$ cat config.mk
export PLATFORM = sky130hd
export DESIGN_NAME = packet_switch_top
export DESIGN_NICKNAME = d
export VERILOG_FILES = /design/src/logic/buffer_pkg.sv /design/src/logic/key_entry.sv /design/src/logic/packet_queue.sv /design/src/logic/read_arbiter.sv /design/src/logic/traffic_stats.sv /design/src/logic/vga_timing.sv /design/src/logic/queue_display.sv /design/src/logic/packet_switch_top.sv
export SDC_FILE = /design/constraint.sdc
export NUM_CORES = 1
export LEC_CHECK = 0
export BUFFER_PORTS_ARGS = -buffer_cell sky130_fd_sc_hd__buf_2
export CAP_MARGIN = 5
export CORE_ASPECT_RATIO = 1.25
export CORE_MARGIN = 2
export CORE_UTILIZATION = 35
export DETAILED_ROUTE_END_ITERATION = 12
export GPL_TIMING_DRIVEN = 0
export SLEW_MARGIN = 0
export SYNTH_ARGS = -nofsm -noshare
export SYNTH_HDL_FRONTEND = slang
export SYNTH_SLANG_ARGS = --single-unit
$ cat constraint.sdc
create_clock -name clk -period 12.8 [get_ports clk]
set_input_delay 1.92 -clock clk [delete_from_list [all_inputs] [get_ports clk]]
set_output_delay 1.92 -clock clk [all_outputs]
set_load 0.02 [all_outputs]
$ cat src/logic/buffer_pkg.sv
`default_nettype none

package buffer_pkg;

	localparam int NUM_QUEUES = 4;
	localparam int QUEUE_DEPTH = 6;
	// above this depth the fullest queue wins, ties to the highest index
	localparam int QUEUE_THRESHOLD = 3;
	localparam int COUNT_W = 5;

	// raster in pixels and lines
	localparam int H_TOTAL = 800;
	localparam int H_SYNC = 96;
	localparam int H_VIS_START = 145;
	localparam int H_VIS_END = 783;
	localparam int V_TOTAL = 526;
	localparam int V_SYNC = 2;
	localparam int V_VIS_START = 36;
	localparam int V_VIS_END = 514;

	// slot blocks, one column per queue and one row per slot
	localparam int SLOT_SIZE = 36;
	localparam int COL_X [NUM_QUEUES] = '{200, 255, 315, 375};
	localparam int ROW_Y [QUEUE_DEPTH] = '{120, 165, 210, 255, 300, 345};

	typedef logic [1:0] qid_t;
	typedef logic [1:0] payload_t;
	typedef logic [2:0] qcount_t;
	typedef logic [7:0] color_t;

	typedef struct packed {
		qid_t dest;
		payload_t payload;
	} packet_t;

	typedef struct packed {
		logic valid;
		qid_t source;
		payload_t payload;
	} read_word_t;

	// slots[0] is the oldest entry
	typedef struct packed {
		qcount_t count;
		payload_t [QUEUE_DEPTH-1:0] slots;
	} queue_status_t;

	typedef struct packed {
		logic [COUNT_W-1:0] transmitted;
		logic [COUNT_W-1:0] received;
		logic [COUNT_W-1:0] dropped;
	} traffic_counts_t;

endpackage

`default_nettype wire

$ cat src/logic/key_entry.sv
`default_nettype none

module key_entry (
	input wire clk,
	input wire reset_i,
	input wire key0_i,
	input wire key1_i,
	output logic pkt_valid_o,
	output buffer_pkg::packet_t pkt_o
);

	logic pressed;
	logic [1:0] bit_idx;
	logic [3:0] holder;
	logic pending;
	logic press_one;
	logic press_zero;

	// keys are active low, exactly one must be down
	assign press_one = !key0_i && key1_i;
	assign press_zero = key0_i && !key1_i;

	always_ff @(posedge clk) begin
		if (reset_i) begin
			pressed <= 1'b0;
			bit_idx <= 2'd0;
			pending <= 1'b0;
			pkt_valid_o <= 1'b0;
		end else begin
			pkt_valid_o <= pending;
			pending <= 1'b0;
			if (key0_i && key1_i) begin
				pressed <= 1'b0;
			end else if (!pressed && (press_one || press_zero)) begin
				pressed <= 1'b1;
				bit_idx <= bit_idx + 2'd1;
				// fourth bit completes the packet
				if (bit_idx == 2'd3) begin
					pending <= 1'b1;
				end
			end
		end
	end

	// shift left so the first bit lands on top
	always_ff @(posedge clk) begin
		if (!pressed && (press_one || press_zero)) begin
			holder <= {holder[2:0], press_one};
		end
		if (pending) begin
			pkt_o.dest <= holder[3:2];
			pkt_o.payload <= holder[1:0];
		end
	end

endmodule

`default_nettype wire

$ cat src/logic/packet_queue.sv
`default_nettype none

module packet_queue #(
	parameter buffer_pkg::qid_t QUEUE_ID = 2'd0
) (
	input wire clk,
	input wire reset_i,
	input wire pkt_valid_i,
	input wire buffer_pkg::packet_t pkt_i,
	input wire pop_i,
	output buffer_pkg::queue_status_t status_o,
	output logic drop_o,
	output logic accept_o
);

	buffer_pkg::payload_t [buffer_pkg::QUEUE_DEPTH-1:0] slots;
	buffer_pkg::qcount_t count;
	logic push_req;
	logic full;
	logic push;

	assign push_req = pkt_valid_i && (pkt_i.dest == QUEUE_ID);
	assign full = (count == buffer_pkg::qcount_t'(buffer_pkg::QUEUE_DEPTH));
	// full queue discards, even if a pop lands on the same edge
	assign push = push_req && !full;

	always_ff @(posedge clk) begin
		if (reset_i) begin
			count <= '0;
			drop_o <= 1'b0;
			accept_o <= 1'b0;
		end else begin
			drop_o <= push_req && full;
			accept_o <= push;
			if (push && !pop_i) begin
				count <= count + 3'd1;
			end else if (pop_i && !push) begin
				count <= count - 3'd1;
			end
		end
	end

	always_ff @(posedge clk) begin
		if (pop_i) begin
			for (int i = 0; i < buffer_pkg::QUEUE_DEPTH - 1; i++) begin
				slots[i] <= slots[i+1];
			end
		end
		if (push) begin
			if (pop_i) begin
				slots[count - 3'd1] <= pkt_i.payload;
			end else begin
				slots[count] <= pkt_i.payload;
			end
		end
	end

	assign status_o.count = count;
	assign status_o.slots = slots;

	// the arbiter only serves queues that report entries
	assert property (@(posedge clk) disable iff (reset_i) pop_i |-> count != '0);

endmodule

`default_nettype wire

$ cat src/logic/read_arbiter.sv
`default_nettype none

module read_arbiter #(
	parameter int unsigned READ_HOLD = 75_000_000
) (
	input wire clk,
	input wire reset_i,
	input wire read_i,
	input wire buffer_pkg::queue_status_t [buffer_pkg::NUM_QUEUES-1:0] status_i,
	output logic [buffer_pkg::NUM_QUEUES-1:0] pop_o,
	output buffer_pkg::read_word_t read_word_o
);

	logic [31:0] hold_cnt;
	logic fire;
	logic over;
	logic any;
	buffer_pkg::qid_t sel;
	buffer_pkg::qcount_t best;

	assign fire = read_i && (hold_cnt == READ_HOLD - 1);

	// pick the deepest queue; tie direction flips above threshold
	always_comb begin
		over = 1'b0;
		any = 1'b0;
		sel = '0;
		best = '0;
		for (int i = 0; i < buffer_pkg::NUM_QUEUES; i++) begin
			if (status_i[i].count > buffer_pkg::qcount_t'(buffer_pkg::QUEUE_THRESHOLD)) begin
				over = 1'b1;
			end
		end
		for (int i = 0; i < buffer_pkg::NUM_QUEUES; i++) begin
			if (status_i[i].count != '0) begin
				if (!any || status_i[i].count > best || (over && status_i[i].count == best)) begin
					sel = buffer_pkg::qid_t'(i);
					best = status_i[i].count;
				end
				any = 1'b1;
			end
		end
	end

	always_comb begin
		pop_o = '0;
		if (fire && any) begin
			pop_o[sel] = 1'b1;
		end
	end

	always_ff @(posedge clk) begin
		if (reset_i) begin
			hold_cnt <= '0;
			read_word_o <= '0;
		end else begin
			if (!read_i || fire) begin
				hold_cnt <= '0;
			end else begin
				hold_cnt <= hold_cnt + 32'd1;
			end
			if (fire) begin
				if (any) begin
					read_word_o.valid <= 1'b1;
					read_word_o.source <= sel;
					read_word_o.payload <= status_i[sel].slots[0];
				end else begin
					// nothing queued this period
					read_word_o <= '0;
				end
			end
		end
	end

	assert property (@(posedge clk) disable iff (reset_i) $onehot0(pop_o));

endmodule

`default_nettype wire

$ cat src/logic/traffic_stats.sv
`default_nettype none

module traffic_stats (
	input wire clk,
	input wire reset_i,
	input wire pkt_valid_i,
	input wire drop_i,
	input wire pop_i,
	output buffer_pkg::traffic_counts_t counts_o
);

	// counters wrap at 2**COUNT_W
	always_ff @(posedge clk) begin
		if (reset_i) begin
			counts_o <= '0;
		end else begin
			// every finished packet, dropped or not
			if (pkt_valid_i) begin
				counts_o.transmitted <= counts_o.transmitted + 1'b1;
			end
			if (pop_i) begin
				counts_o.received <= counts_o.received + 1'b1;
			end
			if (drop_i) begin
				counts_o.dropped <= counts_o.dropped + 1'b1;
			end
		end
	end

endmodule

`default_nettype wire

$ cat src/logic/vga_timing.sv
`default_nettype none

module vga_timing (
	input wire clk,
	input wire reset_i,
	output logic pix_en_o,
	output logic [9:0] hcount_o,
	output logic [9:0] vcount_o,
	output logic visible_o,
	output logic hsync_o,
	output logic vsync_o
);

	// pixel rate is half of clk
	always_ff @(posedge clk) begin
		if (reset_i) begin
			pix_en_o <= 1'b0;
			hcount_o <= '0;
			vcount_o <= '0;
		end else begin
			pix_en_o <= !pix_en_o;
			if (pix_en_o) begin
				if (hcount_o == 10'(buffer_pkg::H_TOTAL - 1)) begin
					hcount_o <= '0;
					if (vcount_o == 10'(buffer_pkg::V_TOTAL - 1)) begin
						vcount_o <= '0;
					end else begin
						vcount_o <= vcount_o + 10'd1;
					end
				end else begin
					hcount_o <= hcount_o + 10'd1;
				end
			end
		end
	end

	assign hsync_o = hcount_o < 10'(buffer_pkg::H_SYNC);
	assign vsync_o = vcount_o < 10'(buffer_pkg::V_SYNC);
	assign visible_o = hcount_o >= 10'(buffer_pkg::H_VIS_START)
		&& hcount_o <= 10'(buffer_pkg::H_VIS_END)
		&& vcount_o >= 10'(buffer_pkg::V_VIS_START)
		&& vcount_o <= 10'(buffer_pkg::V_VIS_END);

	assert property (@(posedge clk) disable iff (reset_i)
		hcount_o < 10'(buffer_pkg::H_TOTAL) && vcount_o < 10'(buffer_pkg::V_TOTAL));

endmodule

`default_nettype wire

$ cat src/logic/queue_display.sv
`default_nettype none

module queue_display (
	input wire clk,
	input wire reset_i,
	input wire pix_en_i,
	input wire [9:0] hcount_i,
	input wire [9:0] vcount_i,
	input wire visible_i,
	input wire buffer_pkg::queue_status_t [buffer_pkg::NUM_QUEUES-1:0] status_i,
	output buffer_pkg::color_t color_o
);

	logic [buffer_pkg::NUM_QUEUES-1:0] in_col;
	logic [buffer_pkg::QUEUE_DEPTH-1:0] in_row;
	buffer_pkg::color_t pixel;

	// colour is RRRGGGBB, payload sets brightness
	function automatic buffer_pkg::color_t slot_color(
		input buffer_pkg::qid_t q,
		input buffer_pkg::payload_t p
	);
		logic [2:0] lvl;
		lvl = {p, 1'b1};
		case (q)
			2'd0: return {lvl, 3'd0, 2'd0};
			2'd1: return {3'd0, 1'b0, p, 2'b11};
			2'd2: return {lvl, lvl, 2'd0};
			default: return {3'd0, lvl, 2'd0};
		endcase
	endfunction

	always_comb begin
		for (int q = 0; q < buffer_pkg::NUM_QUEUES; q++) begin
			in_col[q] = hcount_i >= 10'(buffer_pkg::COL_X[q])
				&& hcount_i < 10'(buffer_pkg::COL_X[q] + buffer_pkg::SLOT_SIZE);
		end
		for (int s = 0; s < buffer_pkg::QUEUE_DEPTH; s++) begin
			in_row[s] = vcount_i >= 10'(buffer_pkg::ROW_Y[s])
				&& vcount_i < 10'(buffer_pkg::ROW_Y[s] + buffer_pkg::SLOT_SIZE);
		end
	end

	// oldest entry sits in the top row
	always_comb begin
		pixel = '0;
		for (int q = 0; q < buffer_pkg::NUM_QUEUES; q++) begin
			for (int s = 0; s < buffer_pkg::QUEUE_DEPTH; s++) begin
				if (in_col[q] && in_row[s]) begin
					if (buffer_pkg::qcount_t'(s) < status_i[q].count) begin
						pixel = slot_color(buffer_pkg::qid_t'(q), status_i[q].slots[s]);
					end else begin
						// empty slot grey
						pixel = 8'h49;
					end
				end
			end
		end
	end

	always_ff @(posedge clk) begin
		if (reset_i) begin
			color_o <= '0;
		end else if (pix_en_i) begin
			color_o <= visible_i ? pixel : '0;
		end
	end

endmodule

`default_nettype wire

$ cat src/logic/packet_switch_top.sv
`default_nettype none

module packet_switch_top #(
	parameter int unsigned READ_HOLD = 75_000_000
) (
	input wire clk,
	input wire reset_i,
	input wire key0_i,
	input wire key1_i,
	input wire read_i,
	output logic hsync_o,
	output logic vsync_o,
	output buffer_pkg::color_t color_o,
	output buffer_pkg::read_word_t read_word_o,
	output buffer_pkg::traffic_counts_t counts_o
);

	logic pkt_valid;
	buffer_pkg::packet_t pkt;
	buffer_pkg::queue_status_t [buffer_pkg::NUM_QUEUES-1:0] status;
	logic [buffer_pkg::NUM_QUEUES-1:0] pop;
	logic [buffer_pkg::NUM_QUEUES-1:0] drop;
	logic [buffer_pkg::NUM_QUEUES-1:0] accept;
	logic pix_en;
	logic [9:0] hcount;
	logic [9:0] vcount;
	logic visible;

	key_entry u_key_entry (
		.clk(clk),
		.reset_i(reset_i),
		.key0_i(key0_i),
		.key1_i(key1_i),
		.pkt_valid_o(pkt_valid),
		.pkt_o(pkt)
	);

	// every queue sees the packet, only the addressed one takes it
	for (genvar g = 0; g < buffer_pkg::NUM_QUEUES; g++) begin : g_queue
		packet_queue #(
			.QUEUE_ID(buffer_pkg::qid_t'(g))
		) u_queue (
			.clk(clk),
			.reset_i(reset_i),
			.pkt_valid_i(pkt_valid),
			.pkt_i(pkt),
			.pop_i(pop[g]),
			.status_o(status[g]),
			.drop_o(drop[g]),
			.accept_o(accept[g])
		);
	end

	read_arbiter #(
		.READ_HOLD(READ_HOLD)
	) u_read_arbiter (
		.clk(clk),
		.reset_i(reset_i),
		.read_i(read_i),
		.status_i(status),
		.pop_o(pop),
		.read_word_o(read_word_o)
	);

	traffic_stats u_traffic_stats (
		.clk(clk),
		.reset_i(reset_i),
		.pkt_valid_i(pkt_valid),
		.drop_i(|drop),
		.pop_i(|pop),
		.counts_o(counts_o)
	);

	vga_timing u_vga_timing (
		.clk(clk),
		.reset_i(reset_i),
		.pix_en_o(pix_en),
		.hcount_o(hcount),
		.vcount_o(vcount),
		.visible_o(visible),
		.hsync_o(hsync_o),
		.vsync_o(vsync_o)
	);

	queue_display u_queue_display (
		.clk(clk),
		.reset_i(reset_i),
		.pix_en_i(pix_en),
		.hcount_i(hcount),
		.vcount_i(vcount),
		.visible_i(visible),
		.status_i(status),
		.color_o(color_o)
	);

	// each packet ends up in exactly one queue or is dropped by it
	assert property (@(posedge clk) disable iff (reset_i) pkt_valid |=> $onehot(accept | drop));

endmodule

`default_nettype wire

Yosys cells after proc, flatten, opt, wreduce, memory -nomap -nowiden:

Cells that the tools add are included.
Widths: inputs -> output; s select.

* muxes and demuxes: 121
* reductions and logical operators: 119
* bitwise gates (word level): 2
* eq/ne operators: 14
* add/subtract/negate cells: 15
* $lt $le $gt $ge: 75

Operator list (count)
* $mux 8: 37
* $mux 10: 10
* $bwmux 12: 8
* $mux 7: 12
* $logic_and 1x1->1: 75
* $ge 10x8->1 const B: 6
* $lt 10x9->1 const B: 6
* $demux 2 s3: 8
* $mux 12: 4
* $ge 10x9->1 const B: 4
* $lt 10x8->1 const B: 4
* $mux 3: 13
* $add 32x1->32 const B: 1
* $eq 32x27->1 const B: 1
* $lt 3x4->1 const B: 8
* $bmux 15 s2: 1
* $mux 2: 14
* $ge 3x1->1 const B: 8
* $lt 1x3->1 const A: 8
* $lt 2x3->1 const A: 8
* $lt 3x3->1 const A: 8
* $add 10x1->10 const B: 2
* $eq 10x10->1 const B: 2
* $le 10x10->1 const B: 2
* 30 further kinds: 96

* logic and storage cells: 396
* register bits after elaboration: 158
* input bits: 5
* output and inout bits: 30

Longest topological paths before layout:

* depth after elaboration: 28
* depth in mapped cells: 33
* mapped depth without buffers: 30

By module:

A second synthesis with hierarchy kept.

* cells, all modules: 1223
* area total of the unflattened synthesis: 10364.9 µm²

Modules (own cells, without submodules)
* read_arbiter: area an instance 2197.1 µm², instances 1, cells an instance 260, sequential area each 740.7 µm²
* queue_display: area an instance 2028.2 µm², instances 1, cells an instance 314, sequential area each 160.2 µm²
* packet_queue at g_queue[1].u_queue ...: area an instance 924.6 µm², instances 2, cells an instance 103, sequential area each 360.3 µm²
* vga_timing: area an instance 1132.3 µm², instances 1, cells an instance 131, sequential area each 420.4 µm²
* packet_queue at g_queue[3].u_queue: area an instance 982.2 µm², instances 1, cells an instance 110, sequential area each 360.3 µm²
* packet_queue at g_queue[0].u_queue: area an instance 947.2 µm², instances 1, cells an instance 103, sequential area each 360.3 µm²
* traffic_stats: area an instance 758.2 µm², instances 1, cells an instance 68, sequential area each 300.3 µm²
* key_entry: area an instance 455.4 µm², instances 1, cells an instance 29, sequential area each 340.3 µm²
* packet_switch_top: area an instance 15.0 µm², instances 1, cells an instance 2, sequential area each 0.0 µm²

Worst setup path after synthesis:

No wires, ideal clock.

* kind: reg-to-reg
* start point: register, netlist name g_queue[0].u_queue.count[1]
* end point: register g_queue[2].u_queue.slots, in the netlist g_queue[2].u_queue.status_o[10] (enable)
* data required time: 12.491 ns
* setup slack: 6.915 ns
* cell stages (with the launch flop): 30
* period minus slack after synthesis: 5.885 ns
* library setup time: 0.309 ns
* data arrival time: 5.576 ns
* buffers on the path: 3
* path through: dfxtp_1 -> buf_2 -> inv_1 -> ha_1 -> a21oi_1 -> ha_1 -> nand2b_1 -> a21o_1 -> a21oi_1 -> o21ai_0 -> nand2_1 -> mux2_2 -> ha_1 -> nand2b_1 -> a21oi_1 -> o21ai_0 -> and3_1 -> buf_6 -> nor2_1 -> a21oi_1 -> ha_1 -> nand2b_1 -> a21o_1 -> a21oi_1 -> o21ai_1 -> a2111oi_1 -> buf_2 -> mux2i_1 -> a22oi_1 -> nor2_1

RTL lines
* to (signal, indexed assignment): line packet_queue.sv:46 `slots[i] <= slots[i+1];`
* to (signal, indexed assignment): line packet_queue.sv:51 `slots[count - 3'd1] <= pkt_i.payload;`
* to (signal, indexed assignment): line packet_queue.sv:53 `slots[count] <= pkt_i.payload;`
* to (decl): line packet_queue.sv:16 `buffer_pkg::payload_t [buffer_pkg::QUEUE_DEPTH-1:0] slots;`

Worst setup path in the final report:

* start point: register g_queue[0].u_queue.count[1]
* end point: register g_queue[0].u_queue.count[2]

* word-level cells in the longest chain between the ends: 27
* elaborated cells on any way between the ends: 58
* classes of those cells: add/sub: 2; order compare: 6; eq/ne: 4; mux: 24; reduce/logical: 22

Ends and longest elaborated chain
* from (decl): line packet_queue.sv:17 `buffer_pkg::qcount_t count;`
* from (signal assigned): line packet_queue.sv:36 `count <= count + 3'd1;`
* from (signal assigned): line packet_queue.sv:38 `count <= count - 3'd1;`
* $gt 3x2->1: line read_arbiter.sv:30 `if (status_i[i].count > buffer_pkg::qcount_t'(buffer_pkg::QUEUE_THRESHOLD)) begin`
* $mux 1 (4 in series): line read_arbiter.sv:30
* $logic_and 1x1->1: line read_arbiter.sv:36 `if (!any || status_i[i].count > best || (over && status_i[i].count == best)) begin`
* $logic_or 1x1->1: line read_arbiter.sv:36
* $mux 3: line read_arbiter.sv:36
* $mux 3: line read_arbiter.sv:35 `if (status_i[i].count != '0) begin`
* $gt 3x3->1 or $eq 3x3->1 (tied branches): line read_arbiter.sv:36
* $logic_or 1x1->1 or $logic_and 1x1->1 (tied branches): line read_arbiter.sv:36
* [8 not listed]
* $lt 2x3->1 (implied by the code) or $ge 2x1->1 (tied branches): line read_arbiter.sv:48 `pop_o[sel] = 1'b1;`
* $logic_and 1x1->1 (implied by the code): line read_arbiter.sv:48
* $mux 1 (implied by the code): line read_arbiter.sv:48
* $demux 1 s2
* $mux 4: line read_arbiter.sv:47 `if (fire && any) begin`
* $logic_not 1->1: line packet_queue.sv:35 `if (push && !pop_i) begin`
* $logic_and 1x1->1: line packet_queue.sv:35
* $mux 3 or $reduce_bool 2->1 (tied branches)

Several ways; a longest one is shown, not always the timed one. The select of a mux whose other input is x is not followed.
A chain may end at the register's enable or synchronous reset.

==> flow_summary.toml <==
[run_status]
outcome = "completed"

[setup_path]
cp_slowest_stage_delay_ps = 500
end_kind = "register"
worstSetupPathType = "register to register"
start_kind = "register"
crit_top_cell = "a21oi_1"
crit_arrival_ps = 7290
path_max_fanout = 10
worst_ep_required_time_ps = 13080
reg2reg_slack_ps = 5800
critical_path.slowest_cell = "dfxtp_1"

[clocking]
insertion_delay_ps = 440
hold_buffers = 0
cts-root-buf = "clkbuf_16"
cts_setup_buffers = 0
post_cts_resized = 0
clk_path_buf_depth = 2
numCtsBuffers = 17
clk_pin_slew_ps = 60
cts_tree = "yes"
cts.sinks = 158
htreeDepth = 4

[pwr]
p_switching_mw = 0.242
swShare_pct = 24.1
cellLeakagePower_nw = 4.20
p_int_mw = 0.762
peakVddDrop_mv = 0.0855
combPwrFrac_pct = 1.9
totalPowerFinal_mw = 1.00
p_per_area_nw_per_um2 = 91.9
seqPwrFrac_pct = 50.4
pwr-share-clk_pct = 47.7

[global_routing]
grt_pass1_vias = 8761
grt_pass1_wl_mm = 45.2
antenna_found_initial = 0
grt_use_total_pct = 19.1
grt_max_degree = 17
overflow = 0

[timing]
finalHoldViolCount = 0
period_minus_slack_ps = 7000
max_freq_mhz = 143
clock_skew_ps = 10.1
finalSetupViolCount = 0
setup-tns-final_ps = 0
whs_ps = 427
drv_slew = 0
rsz0062_at_grt = "false"
tightest_slew_ps = 905
fin_crit_sh_pct = 54.7
relSlewSlack_pct = 39.7
setup_slack_ps = 5800

[synthesis]
ys_types = 82
yosys_warnings = 0
seq_area_frac_synth_pct = 34.0
ys_ff_latch = 158
synth_area_leaders = "dfxtp_1 29%, nor2_1 7.1%, ha_1 6.4%"
syn-cell-area_sq_um = 9790
syn-mean-instance-area_sq_um = 8.03
synth_flop_cell = "dfxtp_1"
synth_nets = 1274
synth_most_common_cell = "nor2_1"
synthTopCellsByCount = "186 x nor2_1, 142 x dfxtp_1, 102 x nand2_1, 55 x nor3_1, 52 x a21oi_1"
synth_largest_area_cell = "dfxtp_1"
synth-async-reset-ratio_pct = 0
synth-edff-count = 16
synth_top_area_share_pct = 29.0
syn_inst = 1219

[placed_design]
gp_congestion = 0.954
numPortBuffers = 33
dpl.hpwl_mm = 20.8
place_ws_ps = 5890

[min_path]
hold_class = "register to register"

[finish]
drive_above_1_share_pct = 9.19
fillers = 2876
utilization_pct = 39.6
antenna_cells = 0
final_nets = 1326
synthToLayoutAreaGrowth_pct = 11.7

[die]
rows = 68
die_area_sq_um = 29300
core_area_sq_um = 27600
die_w_microns = 154
io_pins = 35
initial_utilization_pct = 35.5
die_h_microns = 191

[route]
drt_pass1_iterations = 5
drt.antenna.violating_nets = 0
routed_via_density = 5.48
drtIter0Drc = 537
wire_per_inst_microns = 16.8
post-route-drc-count = 0
via_count = 8957
finalWirelength_mm = 27.4

[job]
cap_violations = 0
-- routing by layer --
metal / vias up / GRT usage, % / part of all wire, %
met5: - / 0 / 0
met4: 0 / 9.39 / 3.8
met3: 74 / 2.49 / 3.5
met2: 215 / 31.8 / 47
met1: 4224 / 24.3 / 45
li1: 4444 / - / -
-- metrics by stage --
stage | cell area, sq um | std cells
floorplan | 9790 | 1219
finish | 10900 | 1634
CTS | 10900 | 1634
global route | 10900 | 1634
global placement | 10400 | 1602
detailed placement | 10400 | 1602
-- cell type report --
cell class	instances	area, sq um	area share [%]
multi-input combinational	950	6000	54.9
sequential	158	3320	30.4
tap	350	438	4.01
clock buffer	19	433	3.96
buffer	66	297	2.71
inverter	45	169	1.55
timing repair buffer	33	165	1.51
clock inverter	13	108	0.985
-- cell families (layout without fill, tap and decap cells) --
| family | count (synthesis) | count (layout) | synth area share, % |
|---|---|---|---|
| DFF | 158 | 158 | 34.0 |
| and+or+nand+nor | 581 | 581 | 29.7 |
| xor gates and xnor gates | 68 | 68 | 6.09 |
| buffers and inverters | 111 | 176 | 4.76 |
| AOI/OAI and AO/OA | 226 | 226 | 16.4 |
| adders and majority gates | 50 | 50 | 6.39 |
| muxes | 25 | 25 | 2.65 |
-- critical path: cells and delay by family, from the launching register on --
family	cells	cell delay, ps
AO/OA/AOI/OAI	13	2360
adder cells (fa/ha/maj)	5	1500
AND/OR/NAND/NOR	7	1310
buffers and inverters	5	770
flip-flops	1	500
multiplexers	1	400
-- flip-flops by register name, indices dropped and copies added (netlist names), 2 cells and up --
name and count:
u_queue_display.color_o 8, u_vga_timing.hcount_o 10, u_read_arbiter.hold_cnt 32, u_key_entry.holder 4, u_traffic_stats.counts_o 15, g_queue.u_queue.drop_o 4, u_key_entry.pkt_o 4, g_queue.u_queue.count 12
g_queue.u_queue.status_o 48, u_read_arbiter.read_word_o 5, u_key_entry.bit_idx 2, u_vga_timing.vcount_o 10
-- power groups by stage --
stage | sequential [mW] | clock (mW) | combinational, mW
finish | 0.506 | 0.479 | 0.0189
detailed placement | 0.518 | 0 | 0.0193
floorplan | 0.517 | 0 | 0.0129
global placement | 0.517 | 0 | 0.0191
global route | 0.507 | 0.512 | 0.0219
CTS | 0.506 | 0.489 | 0.0194
-- cell usage in the layout, fill, tap and decap left out, types with 13 or more instances in the layout --
cell type,Yosys,routed
nand3_1,35,35
dfxtp_1,142,142
xnor2_1,21,21
a21oi_1,52,52
nand2_1,102,102
inv_1,45,45
and3_1,19,19
clkbuf_1,47,49
ha_1,50,50
or2_2,13,13
nor3_1,55,55
xor2_1,47,47
nor4_1,17,17
and2_1,14,14
nand2b_1,25,25
mux2i_1,18,18
o221a_1,16,16
buf_2,15,48
nand4_1,22,22
edfxtp_1,16,16
nor2b_1,14,14
clkbuf_16,0,17
nor2_1,186,186
or3_1,32,32
o21ai_0,40,40
-- worst paths after layout --
kind | startpoint | endpoint | depth (start not counted)
setup / recovery | g_queue[0].u_queue.count[1]$_SDFFE_PP0P_ | g_queue[0].u_queue.count[2]$_SDFFE_PP0P_ | 31
hold / removal | u_key_entry.holder[3]$_DFFE_PP_ | u_key_entry.pkt_o[3]$_DFFE_PP_ | 0
setup reg to reg | g_queue[0].u_queue.count[1]$_SDFFE_PP0P_ | g_queue[0].u_queue.count[2]$_SDFFE_PP0P_ | 31
hold reg to reg | u_key_entry.holder[3]$_DFFE_PP_ | u_key_entry.pkt_o[3]$_DFFE_PP_ | 0
No activity file was read; power rests on OpenSTA's default activity.
